$ cat config.mk
export PLATFORM = sky130hd
export DESIGN_NAME = harness_fifo
export DESIGN_NICKNAME = d
export VERILOG_FILES = /design/src/logic/harness_fifo.sv
export SDC_FILE = /design/constraint.sdc
export NUM_CORES = 1
export LEC_CHECK = 0
export ABC_AREA = 1
export BUFFER_PORTS_ARGS = -buffer_cell sky130_fd_sc_hd__buf_2
export CAP_MARGIN = 20
export CORE_MARGIN = 3
export CORE_UTILIZATION = 45
export DETAILED_ROUTE_END_ITERATION = 8
export MAX_ROUTING_LAYER = met4
export PLACE_DENSITY = 0.77
export SYNTH_ARGS = -nofsm -noshare
export SYNTH_HDL_FRONTEND = slang
export SYNTH_SLANG_ARGS = --single-unit
$ cat constraint.sdc
create_clock -name clk_i -period 3.8 [get_ports clk_i]
set_input_delay 0.19 -clock clk_i [delete_from_list [all_inputs] [get_ports clk_i]]
set_output_delay 0.19 -clock clk_i [all_outputs]
set_load 0.005 [all_outputs]
$ cat src/logic/harness_fifo.sv
/*
  Small ready/valid queue over a circular buffer. The payload type is a
  parameter so the same queue carries commands and responses. Occupancy
  is exported for credit accounting.
*/

`timescale 1ns/1ps
`default_nettype none

module harness_fifo #(
  parameter type payload_t = logic [7:0],
  parameter int  DEPTH     = 4
) (
  input  wire logic                       clk_i,
  input  wire logic                       rst_n_i,
  input  wire logic                       push_v_i,
  input  wire payload_t                   push_data_i,
  output logic                            push_ready_o,
  output logic                            pop_v_o,
  output payload_t                        pop_data_o,
  input  wire logic                       pop_ready_i,
  output logic [$clog2(DEPTH+1)-1:0]      count_o
);

  payload_t                     mem [DEPTH];
  logic [$clog2(DEPTH)-1:0]     wr_ptr_q;
  logic [$clog2(DEPTH)-1:0]     rd_ptr_q;
  logic [$clog2(DEPTH+1)-1:0]   count_q;
  logic                         do_push;
  logic                         do_pop;

  assign push_ready_o = (count_q != DEPTH);
  assign pop_v_o      = (count_q != '0);
  assign pop_data_o   = mem[rd_ptr_q];
  assign count_o      = count_q;

  assign do_push = push_v_i && push_ready_o;
  assign do_pop  = pop_v_o && pop_ready_i;

  always_ff @(posedge clk_i)
  begin
    if (do_push)
    begin
      mem[wr_ptr_q] <= push_data_i;
    end
  end

  always_ff @(posedge clk_i or negedge rst_n_i)
  begin
    if (!rst_n_i)
    begin
      wr_ptr_q <= '0;
      rd_ptr_q <= '0;
      count_q  <= '0;
    end
    else
    begin
      if (do_push)
      begin
        wr_ptr_q <= (wr_ptr_q == DEPTH - 1) ? '0 : wr_ptr_q + 1'b1;
      end
      if (do_pop)
      begin
        rd_ptr_q <= (rd_ptr_q == DEPTH - 1) ? '0 : rd_ptr_q + 1'b1;
      end
      case ({do_push, do_pop})
        2'b10:   count_q <= count_q + 1'b1;
        2'b01:   count_q <= count_q - 1'b1;
        default: count_q <= count_q;
      endcase
    end
  end

endmodule

`default_nettype wire

==> flow_metrics.py <==
metrics = {
    "logic_synthesis": {
        "async_flop_share_pct": 17.9,
        "postSynthCellCount": 152,
        "synth_cell_types": 19,
        "synth-edff-count": 32,
        "syn_nets": 171,
        "avgSynthCellArea_um2": 11.7,
        "yosys_warnings": 0,
        "synth.most_common_cell": "nand2_1",
        "synth_seq_cells": 39,
        "synth_area_leaders": "edfxtp_1, dfrtp_1, nand2_1, o211ai_1, inv_1",
        "yosys.area.top_type_share_pct": 54.1,
        "synthFlopType": "edfxtp_1",
        "yosys.area.top_type": "edfxtp_1",
        "synthesis.area_um2": 1780,
        "ys_top_cells_by_count": "nand2_1, edfxtp_1, inv_1",
        "ys_seq_area_share_pct": 63.9,
    },
    "flow_run": {
        "max_cap_violations": 0,
    },
    "critical_path": {
        "setup.worst_path.class": "reg -> out",
        "cp_max_fo": 35,
        "cp-end-kind": "output port",
        "cp.required_ns": 3.61,
        "cp_cell_sequence": "nand2_1, o211ai_1, nand2_1, buf_2",
        "slowest_delay_ns": 1.01,
        "cp-start-kind": "flop",
        "cp_top_family": "flip-flops",
        "cp_common_cell": "nand2_1",
        "slowest_stage": "dfrtp_1",
        "cp_data_arrival_time_ns": 1.75,
        "crit_buf_inv": 1,
    },
    "placement": {
        "gp_congestion": 0.760,
        "placed_area_um2": 1900,
        "io_buffers": 24,
        "dp_hpwl_um": 1840,
        "dpl_worst_slack_ns": 2.02,
    },
    "sta": {
        "drv_slew": 0,
        "fin_tns_setup_ns": 0,
        "slew_headroom_pct": 32.5,
        "finalHoldViolations": 0,
        "fmax_mhz": 514,
        "worst_slack_ns": 1.86,
        "period_needed_ns": 1.94,
        "worstMarginPinSlew_ns": 1.01,
        "period_share_pct": 51.2,
        "fin_skew_ns": 0.00515,
        "rsz0062_at_grt": "false",
        "setup_violations": 0,
        "holdWs_ns": 0.114,
    },
    "clock_network": {
        "cts_sinks": 39,
        "cts_tree": "built",
        "cts_setup_buffers": 0,
        "cts_max_path_buffers": 2,
        "numCtsBuffers": 5,
        "htreeDepth": 2,
        "clkTransAtPathRegs_ns": 0.07,
        "cts-root-buf": "clkbuf_8",
        "clk_latency_ns": 0.28,
    },
    "cells_and_area": {
        "seqCellArea_um2": 1140,
        "nets": 198,
        "fill_cells": 316,
        "multi_input_area_um2": 472,
        "drive_gt1_share_pct": 20.6,
        "synthToLayoutAreaGrowth_pct": 12.3,
        "antenna_cells": 0,
        "final_cell_area_um2": 2000,
    },
    "global_routing": {
        "gr-total-overflow": 0,
        "grt_max_degree": 36,
        "grt.total_usage_pct": 12.9,
        "antenna_found_initial": 0,
        "grt_pass1_wl_um": 4090,
        "grt_pass1_vias": 914,
    },
    "routing": {
        "dr.pass1.iters": 4,
        "drc": 0,
        "dr_total_vias": 1036,
        "avgViaCountPerCell": 4.54,
        "routedWlPerCell_um": 11.5,
        "wirelength_um": 2630,
        "drt-initial-drc-count": 40,
        "drtAntennaViolNets": 0,
    },
    "floorplan": {
        "dieWidth_um": 68.8,
        "fp.dieH_um": 68.8,
        "die_area_um2": 4740,
        "start_util_pct": 47.5,
        "ioPinCount": 25,
        "fp.coreArea_um2": 3740,
        "rows": 22,
    },
    "power_and_ir_drop": {
        "comb_power_share_pct": 33.5,
        "clockPowerShare_pct": 18.1,
        "netSwitchingFraction_pct": 35.9,
        "ir_drop_uv": 388,
        "intPower_w": 0.000908,
        "power_leakage_nw": 0.871,
        "p_per_area_nw_per_um2": 710,
        "switchingPower_w": 0.000509,
        "seqPwrFrac_pct": 48.3,
    },
    "hold_path": {
        "hold_path.class": "in -> reg",
    },
    "status": {
        "status": "finished clean",
    },
}
[power groups by stage]
stage	logic (W)	registers, W	clock network, W
floorplan	0.000425	0.000628	0
global placement	0.000478	0.000690	0
detailed placement	0.000484	0.000696	0
CTS	0.000486	0.000686	0.000266
global route	0.000567	0.000703	0.000283
finish	0.000475	0.000685	0.000257
[final cells by class]
type	count	area share [%]
timing repair buffer	25	6.52
clock inverter	2	0.627
tap	48	3.01
clock buffer	6	3.64
sequential	39	56.9
multi-input combinational	78	23.6
inverter	30	5.64
[flip-flops by register name, indices dropped and copies added, names as in the netlist]
signal,flops
mem,32
count_o,3
rd_ptr_q,2
wr_ptr_q,2
[worst paths after layout]
check	startpoint	to	cells past startpoint	slack [ns]
worst max-delay path	rd_ptr_q[0]	pop_data_o[0]	4	1.86
worst min-delay path	push_data_i[3]	mem[1][3]	1	0.11
worst max register to register	count_o[1]	count_o[2]	10	2.01
worst min register to register	count_o[0]	count_o[0]	1	0.52
max in group asynchronous	rst_n_i	count_o[1]	2	3.37
min in group asynchronous	rst_n_i	rd_ptr_q[1]	2	0.27
[cells by family after synthesis]
family                   count (synthesis)  share of synthesized area, %
XOR/XNOR                                 1                         0.493
AO/OA/AOI/OAI                           17                          7.32
adder cells (fa/ha/maj)                  7                          5.35
AND/OR/NAND/NOR                         53                          13.4
buffers and inverters                   35                          9.51
flip-flops                              39                          63.9
[timing repair]
action | in CTS | in global routing
resized for setup | 0 | 0
hold buffers | 1 | 0
hold endpoints to repair | 7 | 0
[per-stage QoR]
| stage | instances | util [%] | power (W) |
|---|---|---|---|
| 3_5_place_dp | 219 | 50.8 | 0.00118 |
| 3_3_place_gp | 219 | 50.8 | 0.00117 |
| 5_1_grt | 228 | 53.3 | 0.00155 |
| 6_report | 228 | 53.3 | 0.00142 |
| 2_1_floorplan | 152 | - | 0.00105 |
| 4_1_cts | 228 | 53.3 | 0.00144 |
[worst reg2reg max path, stage by stage, from the launching register on]
cell	delay (ns)
dfrtp_1	0.40
inv_1	0.16
nand3_4	0.12
nand2_4	0.11
ha_1	0.18
inv_1	0.07
fa_1	0.38
nand2_1	0.10
nand3_1	0.07
nand2_1	0.05
nand2_1	0.05
[layout by cell type (no fill, tap or decap), drive strengths merged]
master and count:
nand3 7, buf 24, nor2 6, inv 30
ha 6, dfrtp 7, clkbuf 6, dlygate4sd3 1
fa 1, o211ai 16, clkinv 1, nand4 1
o21ai 1, edfxtp 32, clkinvlp 1, nand2 39
xnor2 1
[metal layers]
metal / share of wire, % / vias up / track usage, %
met3: 5.1 / 6 / 4.38
met2: 48 / 26 / 19.7
met1: 44 / 453 / 15.7
met5: 0 / - / -
li1: - / 551 / -
met4: 2.2 / 0 / 5.84
Note: power is estimated with default switching activity, not from simulation.
