## src/logic/harness_pkg.sv

```systemverilog
/*
  Shared widths, address map, latencies and payload types for the
  memory-side harness fabric. Modules reach these by scoped names.
*/

`default_nettype none

package harness_pkg;

  localparam int ADDR_W       = 16;
  localparam int DATA_W       = 32;

  // Address bit 15 set selects the host window
  localparam int HOST_SEL_BIT = 15;
  localparam int DRAM_AW      = 8;

  localparam int DRAM_LATENCY = 3;
  localparam int HOST_LATENCY = 1;

  localparam int QUEUE_DEPTH  = 4;
  localparam int CNT_W        = $clog2(QUEUE_DEPTH + 1);

  localparam int TRACE_W         = 4;
  localparam int HOST_FINISH_OFS = 0;
  localparam int HOST_TRACE_OFS  = 1;

  typedef struct packed {
    logic              write;
    logic [ADDR_W-1:0] addr;
    logic [DATA_W-1:0] data;
  } cmd_t;

  typedef struct packed {
    logic [DATA_W-1:0] data;
  } rsp_t;

endpackage

`default_nettype wire

```

## src/logic/io_router.sv

```systemverilog
/*
  Routes queued commands to the host block or the DRAM model by address.
  Dispatch is registered. A command is taken only while credits remain and
  its target matches the group in flight, so responses return in order.
*/

`timescale 1ns/1ps
`default_nettype none

module io_router (
  input  wire logic                              clk_i,
  input  wire logic                              rst_n_i,
  input  wire logic                              cmd_v_i,
  input  wire harness_pkg::cmd_t                 cmd_i,
  output logic                                   cmd_ready_o,
  output logic                                   host_v_o,
  output logic                                   dram_v_o,
  output logic                                   req_write_o,
  output logic [harness_pkg::ADDR_W-1:0]         req_addr_o,
  output logic [harness_pkg::DATA_W-1:0]         req_data_o,
  input  wire logic                              host_rsp_v_i,
  input  wire logic [harness_pkg::DATA_W-1:0]    host_rsp_data_i,
  input  wire logic                              dram_rsp_v_i,
  input  wire logic [harness_pkg::DATA_W-1:0]    dram_rsp_data_i,
  input  wire logic [harness_pkg::CNT_W-1:0]     rsp_count_i,
  input  wire logic                              rsp_pop_i,
  output logic                                   rsp_v_o,
  output harness_pkg::rsp_t                      rsp_o
);

  logic [harness_pkg::CNT_W-1:0] inflight_q;
  logic [harness_pkg::CNT_W:0]   used;
  logic                          grp_host_q;
  logic                          cmd_host;
  logic                          accept;

  assign cmd_host = cmd_i.addr[harness_pkg::HOST_SEL_BIT];

  // Slots already promised to the response queue
  assign used = inflight_q + rsp_count_i - rsp_pop_i;

  assign cmd_ready_o = (used < harness_pkg::QUEUE_DEPTH)
                    && ((inflight_q == '0) || (grp_host_q == cmd_host));
  assign accept = cmd_v_i && cmd_ready_o;

  // Groups never overlap, so at most one strobe is high
  assign rsp_v_o    = host_rsp_v_i || dram_rsp_v_i;
  assign rsp_o.data = host_rsp_v_i ? host_rsp_data_i : dram_rsp_data_i;

  always_ff @(posedge clk_i or negedge rst_n_i)
  begin
    if (!rst_n_i)
    begin
      inflight_q <= '0;
      grp_host_q <= 1'b0;
      host_v_o   <= 1'b0;
      dram_v_o   <= 1'b0;
    end
    else
    begin
      case ({accept, rsp_v_o})
        2'b10:   inflight_q <= inflight_q + 1'b1;
        2'b01:   inflight_q <= inflight_q - 1'b1;
        default: inflight_q <= inflight_q;
      endcase
      if (accept)
      begin
        grp_host_q <= cmd_host;
      end
      host_v_o <= accept && cmd_host;
      dram_v_o <= accept && !cmd_host;
    end
  end

  always_ff @(posedge clk_i)
  begin
    if (accept)
    begin
      req_write_o <= cmd_i.write;
      req_addr_o  <= cmd_i.addr;
      req_data_o  <= cmd_i.data;
    end
  end

endmodule

`default_nettype wire

```

## config.mk

```make
export PLATFORM = sky130hd
export DESIGN_NAME = io_router
export DESIGN_NICKNAME = d
export VERILOG_FILES = /design/src/logic/harness_pkg.sv /design/src/logic/io_router.sv
export SDC_FILE = /design/constraint.sdc
export NUM_CORES = 1
export LEC_CHECK = 0
export BUFFER_PORTS_ARGS = -buffer_cell sky130_fd_sc_hd__buf_4
export CORE_ASPECT_RATIO = 0.5
export CORE_MARGIN = 5
export CORE_UTILIZATION = 37
export DETAILED_ROUTE_END_ITERATION = 10
export PLACE_DENSITY = 0.83
export SLEW_MARGIN = 20
export SYNTH_ARGS = -nofsm -noshare
export SYNTH_HDL_FRONTEND = slang
export SYNTH_SLANG_ARGS = --single-unit
```

## constraint.sdc

```tcl
create_clock -name clk_i -period 3.7 [get_ports clk_i]
set_clock_uncertainty 0.05 [all_clocks]
set_input_delay 0.185 -clock clk_i [delete_from_list [all_inputs] [get_ports clk_i]]
set_output_delay 0.185 -clock clk_i [all_outputs]
set_load 0.02 [all_outputs]
```

==> key figures <==
Die
  – I/O Pins: roughly 210
  – Die width: about 120 µm
  – Rows: 20
  – Core Area: 6080 µm²
  – Die height: 65.9 µm
  – Die area: 8030 µm²
  – Initial Util: 0.381

Timing
  – Worst-margin pin slew: approximately 0.4 ns
  – Min cycle time layout: around 3.0 ns
  – Fin. Hold Viols: 0
  – Final worst path period share: 0.812
  – Setup total negative slack: 0 ns
  – Endpoints failing setup: 0
  – Max Freq: 333 MHz
  – Slew headroom: 0.740
  – Final Max Tran Viols: 0
  – RSZ-0062 raised after global routing: false

Global route
  – Met3 Usage GRT: 0.0521
  – Largest net degree at the start of global routing: 34
  – GR Util met2: 0.341
  – First-pass GRT wire length: between 10000 and 15000 µm
  – Grt total ovfl: 0
  – Global route hottest layer: met2
  – Vias in the first global route: approximately 2.1k
  – Initial antenna violation count: 0
  – Routing usage on met1: 0.181
  – Total Routing Usage GR: 0.172

Setup path
  – Setup crit end kind: flop
  – Critical path launch point type: flop
  – Crit path capture: inflight_q[2]
  – CP startpoint: inflight_q[1]
  – R2R Path End: inflight_q[2]
  – Worst Path Max Fanout: 5
  – R2R Path Start: inflight_q[1]
  – Critical path class: flop to flop
  – Critical Path Max Stage Delay: between 0.3 and 0.4 ns
  – Crit path max-delay family: adder cells
  – WP buf/inv: 3
  – Critical Path AT: 3.16 ns
  – Worst r2r path cells: 13
  – Critical Path, Cell by Cell: inv_1 -> ha_1 -> inv_1 -> ha_1 -> and3b_4 -> o211a_1 -> o221ai_4 -> ha_1 -> inv_1 -> fa_1 -> xor2_1 -> nor2_1 -> xnor2_1
  – CP Depth: 13
  – CP max stage cell: dfrtp_1
  – R2R Setup Slk: ~0.70 ns
  – Req. time, crit path: roughly 3.9 ns

Pwr
  – Internal Power: approximately 0.0015 W
  – Part of the power in the clock network: 0.236
  – Peak supply drop: roughly 0.22 mV
  – Net switching power: 0.000698 W
  – Pleak: around 1.9 nW
  – Register share of total power: 0.393
  – Cell Pwr Density: around 540 nW/µm²
  – Sw Ratio: 0.311
  – Logic pwr share: 0.370

Place
  – IO Port Bufs: approximately 210
  – DP Area: ~4000 µm²
  – Placer Congestion: around 0.79
  – HPWL Detailed: 6110 µm

Yosys
  – Ys Warns: 0
  – Syn_nets: ~260
  – Mean post-synth cell area: 18.1 µm²
  – Synth cell types: 21
  – Synthesized area: around 2300 µm²
  – Cells after synthesis: 128
  – FF+latch count, synth: 55
  – Sequential area share after synthesis: 0.701

CTS
  – Post-CTS setup buffers: 0
  – Post-cts repair resize count: 0
  – Clock Tree Root: clkbuf_16
  – CTS max path bufs: 2
  – Clk slew on worst S/H paths: 0.07 ns
  – H-tree depth: 2
  – # hold bufs at CTS: 1
  – Number of buffers created by CTS: 5
  – TritonCTS clock tree: yes
  – Worst-skew pair later-pin latency: 0.29 ns
  – Clock sinks: 55

Outcome
  – Status: completed

Routing
  – DR vias: roughly 1.9k
  – Drt drc: 0
  – DRT iter0 DRCs: 87
  – Detail Route Antenna Nets: 0
  – Length of the first detailed-routing pass in iterations: 4
  – Wirelength per Cell: approximately 17 µm
  – Via density: roughly 4.4
  – DRT Wirelength: about 7300 µm

Worst hold path
  – Hold depth: 1
  – Hold Crit Class: input port to flop

Final layout
  – Syn-to-layout area delta: 79.5%
  – Fillers: approximately 420
  – Finished Cell Area: 4150 µm²
  – Layout cells sized above 1: 0.747
  – Nets: around 470
  – Antenna Cells: 0

Flow run
  – MaxCap Viol Count: 0
-- through the flow --
step,utilization,total power (W),hold slack (ns),worst slack (ns),instances
6_report,0.683,0.00224,0.0187,0.696,428
5_1_grt,0.683,0.00235,0.00591,0.512,428
4_1_cts,0.683,0.00227,0.0120,0.671,428
3_5_place_dp,0.653,0.00174,-0.0540,0.684,419
3_3_place_gp,0.653,0.00170,-0.0575,0.848,419
2_1_floorplan,-,0.00136,-0.161,0.627,128
-- cell type report --
type                            count  area, µm²  share of cell area
Inverter                           12       45.0              0.0108
Multi-Input combinational cell     57        629               0.152
Clock inverter                      3       46.3              0.0111
Clock buffer                        5        125              0.0301
Tap cell                           88        110              0.0265
Sequential cell                    55       1620               0.390
Timing Repair Buffer              208       1580               0.380
-- synthesized netlist by cell type --
| cell | count | area (µm²) |
|---|---|---|
| o22a_1 | 1 | 8.76 |
| dfrtp_1 | 6 | 150 |
| inv_1 | 12 | 45.0 |
| clkbuf_1 | 1 | 3.75 |
| edfxtp_1 | 49 | 1470 |
| xor2_1 | 2 | 17.5 |
| mux2_2 | 32 | 360 |
| fa_1 | 1 | 20.0 |
| or2_2 | 1 | 6.26 |
| o211a_1 | 1 | 10.0 |
| o21ai_0 | 1 | 5.00 |
| buf_2 | 3 | 15.0 |
| o221ai_4 | 1 | 26.3 |
| ha_1 | 6 | 75.1 |
| nor3_2 | 1 | 10.0 |
| and3b_4 | 1 | 12.5 |
| xnor2_1 | 3 | 26.3 |
| nand2_1 | 1 | 3.75 |
| nor4_4 | 1 | 21.3 |
| nor2_1 | 3 | 11.3 |
| mux2_4 | 1 | 15.0 |
-- power by group through the flow --
stage | Sequential [W] | Combinational [W] | Clock, W
floorplan | 0.00102 | 0.000341 | 0
global placement | 0.000888 | 0.000810 | 0
detailed placement | 0.000896 | 0.000841 | 0
CTS | 0.000884 | 0.000844 | 0.000539
global route | 0.000894 | 0.000890 | 0.000565
finish | 0.000882 | 0.000830 | 0.000530
-- sequential cells by signal (all words and copies together), names as in the netlist --
register and count:
dram_v_o 1, grp_host_q 1, host_v_o 1, inflight_q 3, req_addr_o 16, req_data_o 32
req_write_o 1
-- worst min path at each step --
stage          slack (ns)  startpoint             end
6_report             0.02   cmd_i[20]  req_data_o[20]
5_1_grt             0.006   cmd_i[40]   req_addr_o[8]
2_1_floorplan       -0.16     rst_n_i        dram_v_o
3_5_place_dp        -0.05     rst_n_i   inflight_q[0]
3_3_place_gp        -0.06     rst_n_i   inflight_q[0]
4_1_cts              0.01    cmd_i[5]   req_data_o[5]
-- logic make-up (layout without fill, tap and decap cells) --
family                   count (synthesis)  in the layout  share of synthesized area
buffers and inverters                   16            228                     0.0276
AO/OA/AOI/OAI                            4              4                     0.0216
flip-flops                              55             55                      0.701
multiplexers                            33             33                      0.162
XOR/XNOR                                 5              5                     0.0189
adder cells (fa/ha/maj)                  7              7                     0.0411
AND/OR/NAND/NOR                          8              8                     0.0281
-- layout by cell type, fill, tap and decap left out --
| cell | count |
|---|---|
| buf_4 | 206 |
| edfxtp_1 | 49 |
| mux2_2 | 32 |
| inv_1 | 11 |
| ha_1 | 6 |
| dfrtp_1 | 6 |
| clkbuf_16 | 5 |
| xnor2_1 | 3 |
| nor2_1 | 3 |
| xor2_1 | 2 |
| and3b_4 | 1 |
| nor4_4 | 1 |
| o211a_1 | 1 |
| nor3_2 | 1 |
| o221ai_4 | 1 |
| inv_2 | 1 |
| or2_2 | 1 |
| o22a_1 | 1 |
| nand2_1 | 1 |
| o21ai_0 | 1 |
| mux2_4 | 1 |
| fa_1 | 1 |
| inv_6 | 1 |
| clkinvlp_4 | 1 |
| bufinv_16 | 1 |
| dlygate4sd3_1 | 1 |
| buf_12 | 1 |
-- per-layer routing --
layer	vias to the layer above	part of all wire
met3	5	0.10
met1	894	0.33
li1	894	-
met4	0	0.0079
met5	-	0
met2	94	0.56
No activity file was read; power rests on OpenSTA's default activity.
