==> src/logic/harness_pkg.sv <==
/*
  Shared widths, address map, latencies and payload types for the
  memory-side harness fabric. Modules reach these by scoped names.
*/

`default_nettype none

package harness_pkg;

  localparam int ADDR_W       = 16;
  localparam int DATA_W       = 32;

  // Address bit 15 set selects the host window
  localparam int HOST_SEL_BIT = 15;
  localparam int DRAM_AW      = 8;

  localparam int DRAM_LATENCY = 3;
  localparam int HOST_LATENCY = 1;

  localparam int QUEUE_DEPTH  = 4;
  localparam int CNT_W        = $clog2(QUEUE_DEPTH + 1);

  localparam int TRACE_W         = 4;
  localparam int HOST_FINISH_OFS = 0;
  localparam int HOST_TRACE_OFS  = 1;

  typedef struct packed {
    logic              write;
    logic [ADDR_W-1:0] addr;
    logic [DATA_W-1:0] data;
  } cmd_t;

  typedef struct packed {
    logic [DATA_W-1:0] data;
  } rsp_t;

endpackage

`default_nettype wire

==> src/logic/host_regs.sv <==
/*
  Host register window. Holds the sticky finish flag and the trace enables
  and answers every request after the host latency. Writes answer zero.
*/

`timescale 1ns/1ps
`default_nettype none

module host_regs (
  input  wire logic                              clk_i,
  input  wire logic                              rst_n_i,
  input  wire logic                              req_v_i,
  input  wire logic                              req_write_i,
  input  wire logic [harness_pkg::ADDR_W-1:0]    req_addr_i,
  input  wire logic [harness_pkg::DATA_W-1:0]    req_data_i,
  output logic                                   rsp_v_o,
  output logic [harness_pkg::DATA_W-1:0]         rsp_data_o,
  output logic                                   finish_o,
  output logic [harness_pkg::TRACE_W-1:0]        trace_en_o
);

  logic [harness_pkg::HOST_SEL_BIT-1:0] ofs;
  logic [harness_pkg::DATA_W-1:0]       rd_data;
  logic [harness_pkg::HOST_LATENCY-1:0] v_q;
  logic [harness_pkg::DATA_W-1:0]       d_q [harness_pkg::HOST_LATENCY];

  assign ofs = req_addr_i[harness_pkg::HOST_SEL_BIT-1:0];

  always_comb
  begin
    rd_data = '0;
    if (ofs == harness_pkg::HOST_FINISH_OFS)
    begin
      rd_data[0] = finish_o;
    end
    else if (ofs == harness_pkg::HOST_TRACE_OFS)
    begin
      rd_data[harness_pkg::TRACE_W-1:0] = trace_en_o;
    end
  end

  always_ff @(posedge clk_i or negedge rst_n_i)
  begin
    if (!rst_n_i)
    begin
      finish_o   <= 1'b0;
      trace_en_o <= '0;
      v_q        <= '0;
    end
    else
    begin
      if (req_v_i && req_write_i)
      begin
        // Finish only ever sets
        if (ofs == harness_pkg::HOST_FINISH_OFS && req_data_i[0])
        begin
          finish_o <= 1'b1;
        end
        if (ofs == harness_pkg::HOST_TRACE_OFS)
        begin
          trace_en_o <= req_data_i[harness_pkg::TRACE_W-1:0];
        end
      end
      v_q[0] <= req_v_i;
      for (int i = 1; i < harness_pkg::HOST_LATENCY; i++)
      begin
        v_q[i] <= v_q[i-1];
      end
    end
  end

  always_ff @(posedge clk_i)
  begin
    d_q[0] <= req_write_i ? '0 : rd_data;
    for (int i = 1; i < harness_pkg::HOST_LATENCY; i++)
    begin
      d_q[i] <= d_q[i-1];
    end
  end

  assign rsp_v_o    = v_q[harness_pkg::HOST_LATENCY-1];
  assign rsp_data_o = d_q[harness_pkg::HOST_LATENCY-1];

endmodule

`default_nettype wire

==> config.mk <==
export PLATFORM = sky130hd
export DESIGN_NAME = host_regs
export DESIGN_NICKNAME = d
export VERILOG_FILES = /design/src/logic/harness_pkg.sv /design/src/logic/host_regs.sv
export SDC_FILE = /design/constraint.sdc
export NUM_CORES = 1
export LEC_CHECK = 0
export BUFFER_PORTS_ARGS = -buffer_cell sky130_fd_sc_hd__buf_4
export CORE_MARGIN = 4
export CORE_UTILIZATION = 31
export DETAILED_ROUTE_END_ITERATION = 8
export PLACE_DENSITY = 0.84
export SYNTH_ARGS = -nofsm -noshare
export SYNTH_HDL_FRONTEND = slang
export SYNTH_SLANG_ARGS = --single-unit
export TNS_END_PERCENT = 100
==> constraint.sdc <==
create_clock -name clk_i -period 2.1 [get_ports clk_i]
set_input_delay 0.315 -clock clk_i [delete_from_list [all_inputs] [get_ports clk_i]]
set_output_delay 0.315 -clock clk_i [all_outputs]
set_load 0.005 [all_outputs]
==> results of run 1 <==
==> metal layers <==
| layer | part of all wire [%] | up-vias |
|---|---|---|
| li1 | - | 212 |
| met1 | 34 | 198 |
| met2 | 45 | 45 |
| met3 | 20 | 2 |
| met4 | 0.71 | 0 |
| met5 | 0 | - |
==> metrics by stage <==
| stage | setup slack, ns | instance area [sq um] | total power, mW |
|---|---|---|---|
| global route | 0.514 | 822 | 0.442 |
| global placement | 0.298 | 776 | 0.249 |
| detailed placement | 0.260 | 776 | 0.250 |
| floorplan | 0.507 | 714 | 0.250 |
| finish | 0.551 | 822 | 0.420 |
| CTS | 0.545 | 822 | 0.425 |
==> flip-flops by register name, summed over array words and instances, names as in the netlist <==
signal and count:
d_q 4, finish_o 1, rsp_v_o 1, trace_en_o 4
==> power by group <==
group	leakage [nW]	internal, mW	switching [mW]	total [mW]
combinational	0.337	0.0306	0.0256	0.0563
sequential	0.109	0.192	0.000285	0.193
clock	0.0210	0.105	0.0660	0.171
==> cells in the final DEF (no fill, tap or decap), drive strengths merged <==
cell type	instances
or3	1
nor4	3
and2	3
mux2i	1
mux2	4
inv	3
buf	32
dlygate4sd3	1
o41ai	1
dfrtp	6
nor2	1
clkbuf	4
nor3	2
nand2	1
dfxtp	4
conb	28
nand4	1
==> synth_stat cells <==
cell,count
conb_1,1
o41ai_1,1
nor3_1,2
dfxtp_1,4
buf_4,28
dfrtp_1,6
or3_4,1
mux2i_1,1
nor4_1,2
mux2_4,4
and2_1,3
nor4_2,1
inv_1,3
nor2_1,1
nand4_1,1
nand2_1,1
==> kinds of logic after synthesis <==
group / Yosys count
and+or+nand+nor: 12
DFF: 10
buffers and inverters: 31
AOI/OAI and AO/OA: 1
muxes: 5
other: 1
==> path summary, 6_finish.rpt <==
kind	start	to	slack [ns]	depth (start not counted)
max in group asynchronous	rst_n_i	trace_en_o[2]	1.59	2
min reg2reg	trace_en_o[2]	d_q[0][2]	0.52	1
min	req_v_i	rsp_v_o	0.16	1
min in group asynchronous	rst_n_i	finish_o	0.39	2
max	req_addr_i[1]	trace_en_o[2]	0.55	5
max reg2reg	trace_en_o[0]	trace_en_o[0]	1.33	1
==> critical path: cells and delay by family <==
kind | cells | cell delay (ns)
buffers and inverters | 1 | 0.11
muxes | 1 | 0.31
and+or+nand+nor | 3 | 0.97
==> area by class of cell <==
| cell class | count | share of cell area [%] |
|---|---|---|
| clock buffer | 4 | 4.41 |
| inverter | 3 | 1.37 |
| multi-input combinational | 46 | 32.0 |
| sequential | 10 | 28.0 |
| tap | 25 | 3.81 |
| timing repair buffer | 33 | 30.4 |
==> repair_timing <==
action | in CTS | in global routing
hold endpoints to repair | 6 | 0
buffers inserted | 0 | 0
gates resized for setup | 0 | 0
hold buffers | 1 | 0
==> impl_metrics.py, run 1 <==
metrics = {
    "worst_setup_path": {
        "crit_path_top_delay_cell": "or3_4",
        "max_stage_delay_ns": 0.46,
        "required_ns": 2.25,
        "criticalPathCategory": "in2reg",
        "critPathArrivalTime_ns": 1.70,
        "endpoint_kind": "register",
        "path_max_fanout": 4,
        "crit_path_start_kind": "input pin",
        "cp_cell_sequence": "buf_4 -> nor4_1 -> nand4_1 -> or3_4 -> mux2_4",
    },
    "run_status": {
        "outcome": "complete, no violations",
    },
    "synth": {
        "synth.area.top_cells": "buf_4 (34%), dfrtp_1 (24%), dfxtp_1 (13%)",
        "synth_top_cell_area_share_pct": 34.3,
        "synth-xor-area-share_pct": 0,
        "syn_inst": 60,
        "ys_seq_area_share_pct": 37.6,
        "ys_warn_count": 0,
        "syn-cell-area_sq_um": 613,
        "syn_area_per_cell_sq_um": 10.2,
        "synth_compound_area_share_pct": 1.43,
        "synth_top_cell_by_area": "buf_4",
        "yosys.area_share.simple_pct": 12.9,
        "muxShareOfSynthArea_pct": 11.4,
        "synth_cell_types": 16,
        "synth_top_family_by_area": "buffers and inverters",
        "synth_fa_ha_area_share_pct": 0,
        "synth_seq_cells": 10,
    },
    "die": {
        "core-area_sq_um": 1800,
        "die_h_um": 52.5,
        "start_util_pct": 34.0,
        "fp-row-count": 15,
        "ios": 90,
        "die_w_um": 52.5,
        "dieArea_sq_um": 2750,
    },
    "detailed_routing": {
        "wl_per_cell_um": 10.4,
        "viasPerCell": 3.78,
        "ant_nets": 0,
        "drc": 0,
        "wl_um": 1260,
        "dr.first_iter.drc_count": 6,
        "dr_total_vias": 457,
        "drtPass1Iterations": 2,
    },
    "place": {
        "gp_congestion": 0.785,
        "dp_hpwl_um": 1110,
        "io_buffers": 32,
        "place_inst": 116,
    },
    "min_path": {
        "holdCritPathClass": "in2reg",
    },
    "finish": {
        "drive_gt1_share_pct": 43.8,
        "fin_cells": 121,
        "n_antenna_cell": 0,
        "register_area_sq_um": 230,
        "nFillCells": 182,
        "fin_util_pct": 45.6,
        "multi_input_area_sq_um": 263,
        "synthToLayoutAreaGrowth_pct": 34.1,
        "layout.nets": 149,
    },
    "job": {
        "maxCapViolCount": 0,
    },
    "grt": {
        "grt_pass1_vias": 417,
        "antenna_found_initial": 0,
        "use_met3_pct": 5.13,
        "grt-busiest-layer": "met2",
        "grtUsageMet1_pct": 9.57,
        "grt.total_usage_pct": 8.60,
        "grt_max_degree": 7,
        "globalRouteOverflowTotal": 0,
        "grt_pass1_wl_um": 1670,
        "grtUsageMet2_pct": 13.6,
    },
    "sta": {
        "clock-skew-final_ns": 0.000344,
        "min_period_ns": 1.55,
        "maxSlewViolCount": 0,
        "hold_viol": 0,
        "setup_viol": 0,
        "finalCritPeriodShare_pct": 73.7,
        "setup-tns-final_ns": 0,
        "rsz0062_at_grt": "no",
        "holdWs_ns": 0.164,
        "max_freq_mhz": 646,
    },
    "clock_network": {
        "htreeDepth": 1,
        "clkTransAtPathRegs_ns": 0.06,
        "cts_sinks": 10,
        "cts_buffers": 3,
        "insertion_delay_ns": 0.26,
        "cts_max_path_buffers": 2,
        "cts_root_buffer": "clkbuf_4",
        "cts_tree": "done",
    },
    "pwr": {
        "vdd_ir_drop_max_mv": 0.386,
        "p_per_area_nw_per_um2": 511,
        "power_leakage_nw": 0.467,
    },
}
Power figures use the tool's default switching activity.
==> run 2: changes to the inputs <==
- CORE_UTILIZATION: 31 -> 26
- PLACE_DENSITY: 0.84 -> 0.75
- clock period: 2.1 -> 1.39 ns (I/O delays scaled with it)
==> impl_metrics.py, run 2 (synthesis results as in run 1) <==
metrics = {
    "worst_setup_path": {
        "required_ns": 1.53,
        "crit_path_start_kind": "input pin",
        "criticalPathCategory": "in2reg",
        "critPathArrivalTime_ns": 1.48,
        "endpoint_kind": "register",
        "path_max_fanout": 4,
    },
    "finish": {
        "layout_commonest_cell": "buf_4",
        "drive_gt1_share_pct": 46.4,
        "fin_area_sq_um": 863,
        "synthToLayoutAreaGrowth_pct": 40.8,
        "layout.nets": 150,
        "n_antenna_cell": 0,
        "layout_common_cells": "buf_4 (33), conb_1 (28), dfrtp_1 (6)",
        "fin_cells": 125,
        "reg_top3": "d_q x4, trace_en_o x4",
        "nFillCells": 237,
    },
    "sta": {
        "hold_viol": 0,
        "setup_viol": 0,
        "rsz0062_at_grt": "no",
        "holdWs_ns": 0.0693,
        "clock-skew-final_ns": 0.00142,
        "finalCritPeriodShare_pct": 95.9,
        "max_freq_mhz": 750,
        "maxSlewViolCount": 0,
        "min_period_ns": 1.33,
    },
    "die": {
        "die_h_um": 56.6,
        "ios": 90,
        "start_util_pct": 27.5,
        "die_w_um": 56.6,
        "core-area_sq_um": 2230,
        "fp-row-count": 17,
        "dieArea_sq_um": 3200,
    },
    "place": {
        "dpl_cell_area_sq_um": 817,
        "io_buffers": 32,
        "gp_congestion": 0.809,
        "dp_hpwl_um": 1200,
        "place_inst": 120,
    },
    "run_status": {
        "outcome": "complete, no violations",
    },
    "grt": {
        "grt_max_degree": 7,
        "grt_pass1_vias": 495,
        "grt_pass1_wl_um": 2070,
        "globalRouteOverflowTotal": 0,
        "antenna_found_initial": 0,
        "grt.total_usage_pct": 8.63,
    },
    "pwr": {
        "vdd_ir_drop_max_mv": 0.382,
        "p_per_area_nw_per_um2": 735,
        "power_leakage_nw": 0.475,
    },
    "clock_network": {
        "cts_buffers": 3,
        "cts_root_buffer": "clkbuf_4",
        "clkTransAtPathRegs_ns": 0.06,
        "cts_tree": "done",
        "cts_sinks": 10,
        "insertion_delay_ns": 0.26,
        "htreeDepth": 1,
        "cts_max_path_buffers": 2,
        "cts-resized-gates": 0,
    },
    "min_path": {
        "holdCritPathClass": "in2reg",
    },
    "detailed_routing": {
        "dr_total_vias": 464,
        "ant_nets": 0,
        "dr.first_iter.drc_count": 8,
        "drtPass1Iterations": 3,
        "drc": 0,
        "viasPerCell": 3.71,
        "wl_per_cell_um": 10.6,
        "wl_um": 1330,
    },
    "job": {
        "maxCapViolCount": 0,
    },
}
[run 2: cell types whose count changed in the layout (fill, tap and decap cells not counted)]
cell and change:
buf_4 +1, nor4_1 -2, nor4_4 +2
[run 2: path summary, 6_finish.rpt]
check                           cells after the start       endpoint           from  slack [ns]
worst max register to register                      1  trace_en_o[0]  trace_en_o[0]        0.61
max in group asynchronous                           2  trace_en_o[3]        rst_n_i        0.98
min in group asynchronous                           2  trace_en_o[2]        rst_n_i        0.30
worst max-delay path                                5  trace_en_o[1]  req_addr_i[1]        0.06
worst min register to register                      1      d_q[0][1]  trace_en_o[1]        0.52
worst min-delay path                                1        rsp_v_o        req_v_i        0.07
[run 2: what timing repair did]
item / CTS / global route
setup buffers: 0 / 0
hold buffers: 1 / 0
hold endpoints to repair: 6 / 0
[run 2: layer usage]
metal / wire [um] / share of wire (%) / GRT usage, %
met3: 208 / 16 / 5.06
met4: 0 / 0 / 4.07
met1: 492 / 37 / 9.62
met2: 625 / 47 / 13.0
met5: 0 / 0 / 0
[run 2: through the flow]
| stage | power (mW) | worst slack [ns] | setup TNS [ns] | utilization, % |
|---|---|---|---|---|
| floorplan | 0.380 | -0.0821 | -0.329 | - |
| global placement | 0.386 | -0.213 | -0.841 | 36.6 |
| detailed placement | 0.388 | -0.226 | -0.912 | 36.6 |
| CTS | 0.650 | 0.0590 | 0 | 38.7 |
| global route | 0.680 | 0.0273 | 0 | 38.7 |
| finish | 0.635 | 0.0568 | 0 | 38.7 |
[run 2: final cells by class]
class                      instances  area (sq um)  area share (%)
clock buffer                       4          36.3            4.20
inverter                           3          11.3            1.30
multi-input combinational         46           293            33.9
sequential                        10           230            26.7
tap                               28          35.0            4.06
timing repair buffer              34           258            29.9
[run 2: critical path, cell delays in order]
cell     delay [ns]
buf_4          0.12
nor4_4         0.24
nand4_1        0.16
or3_4          0.44
mux2_4         0.31
[run 2: power breakdown]
group	internal [mW]	leakage, nW	total, mW	switching [mW]
clock	0.159	0.0210	0.249	0.0908
sequential	0.291	0.109	0.291	0.000425
combinational	0.0489	0.346	0.0942	0.0453
total	0.498	0.475	0.635	0.137
==> run 3: changes to the inputs <==
- CORE_MARGIN: 4 -> default
==> impl_metrics.py, run 3 (synthesis results as in run 1) <==
metrics = {
    "grt": {
        "grt_max_degree": 7,
        "antenna_found_initial": 0,
        "globalRouteOverflowTotal": 0,
        "grt_pass1_wl_um": 1720,
        "grt_pass1_vias": 416,
        "grt.total_usage_pct": 9.47,
    },
    "finish": {
        "layout.nets": 150,
        "fin_cells": 125,
        "layout_common_cells": "buf_4 (33), conb_1 (28), dfrtp_1 (6)",
        "n_antenna_cell": 0,
        "synthToLayoutAreaGrowth_pct": 40.8,
        "fin_area_sq_um": 863,
        "layout_commonest_cell": "buf_4",
        "drive_gt1_share_pct": 46.4,
        "reg_top3": "d_q x4, trace_en_o x4",
        "fin_util_pct": 39.0,
    },
    "detailed_routing": {
        "dr.first_iter.drc_count": 1,
        "viasPerCell": 3.62,
        "wl_um": 1120,
        "ant_nets": 0,
        "drc": 0,
        "drtPass1Iterations": 3,
        "dr_total_vias": 453,
        "wl_per_cell_um": 8.98,
    },
    "job": {
        "maxCapViolCount": 0,
    },
    "die": {
        "dieArea_sq_um": 2560,
        "ios": 90,
        "die_h_um": 50.6,
        "fp-row-count": 17,
        "core-area_sq_um": 2210,
        "die_w_um": 50.6,
        "start_util_pct": 27.7,
    },
    "min_path": {
        "whs_path_depth": 1,
        "holdCritPathClass": "in2reg",
    },
    "sta": {
        "min_period_ns": 1.34,
        "clock-skew-final_ns": 0.00175,
        "max_freq_mhz": 745,
        "hold_viol": 0,
        "setup_viol": 0,
        "maxSlewViolCount": 0,
        "setup_ws_ns": 0.0479,
        "finalCritPeriodShare_pct": 96.6,
        "rsz0062_at_grt": "no",
    },
    "worst_setup_path": {
        "criticalPathCategory": "in2reg",
        "path_max_fanout": 4,
        "critPathArrivalTime_ns": 1.49,
        "reg2reg_slack_ns": 0.61,
        "endpoint_kind": "register",
        "crit_path_start_kind": "input pin",
        "rr_worst_depth": 1,
        "required_ns": 1.54,
    },
    "clock_network": {
        "post-cts-setup-buffer-count": 0,
        "cts-resized-gates": 0,
        "insertion_delay_ns": 0.26,
        "htreeDepth": 1,
        "cts_max_path_buffers": 2,
        "cts_buffers": 3,
        "cts_tree": "done",
        "cts_sinks": 10,
        "cts_root_buffer": "clkbuf_4",
        "clkTransAtPathRegs_ns": 0.06,
    },
    "pwr": {
        "report.power.total_uw": 638,
        "power_leakage_nw": 0.475,
        "p_per_area_nw_per_um2": 739,
        "vdd_ir_drop_max_mv": 0.347,
    },
    "place": {
        "place_inst": 120,
        "dpl_cell_area_sq_um": 817,
        "dp_hpwl_um": 1000,
        "gp_congestion": 0.696,
        "io_buffers": 32,
        "dpl_worst_slack_ns": -0.256,
    },
    "run_status": {
        "outcome": "complete, no violations",
    },
}
-- run 3: cell counts in the layout (fill, tap and decap cells not counted) --
No cell type changed its count.
-- run 3: per-stage QoR --
step                setup TNS (ns)  hold WS (ns)
floorplan                   -0.329       -0.0871
global placement            -0.865        0.0171
detailed placement           -1.15        0.0189
CTS                              0        0.0527
global route                     0        0.0490
finish                           0        0.0642
-- run 3: worst paths after layout --
kind	from	to
worst max register to register	trace_en_o[1]	trace_en_o[1]
min in group asynchronous	rst_n_i	rsp_v_o
worst max-delay path	req_addr_i[9]	trace_en_o[2]
worst min register to register	trace_en_o[2]	d_q[0][2]
worst min-delay path	req_v_i	rsp_v_o
max in group asynchronous	rst_n_i	trace_en_o[0]
-- run 3: critical path, stage by stage --
cell and delay, ns:
buf_4 0.11, nor4_2 0.27, nand4_1 0.14, or3_4 0.44
mux2_4 0.31
-- run 3: cell type report --
cell class / instances / area [sq um]
repair buffers: 34 / 258
multi-input cells: 46 / 293
flip-flops and latches: 10 / 230
inverters: 3 / 11.3
well taps: 28 / 35.0
clock buffers: 4 / 36.3
fillers: 235 / 1350
-- run 3: metal layers --
metal,vias to the layer above,track usage (%),share of wire (%)
li1,214,-,-
met1,193,10.8,38
met2,44,14.4,47
met3,2,3.33,13
met4,0,6.94,1.5
met5,-,0,0
-- run 3: power breakdown --
group          internal [mW]  switching (mW)  leakage [nW]
clock                  0.159          0.0954        0.0210
sequential             0.291        0.000504         0.109
combinational         0.0489          0.0436         0.346
total                  0.498           0.139         0.475
-- run 3: what timing repair did --
action                                  in CTS  in global routing
hold endpoints to repair                     6                  0
endpoints found under the setup margin       0                  0
hold buffers                                 1                  0
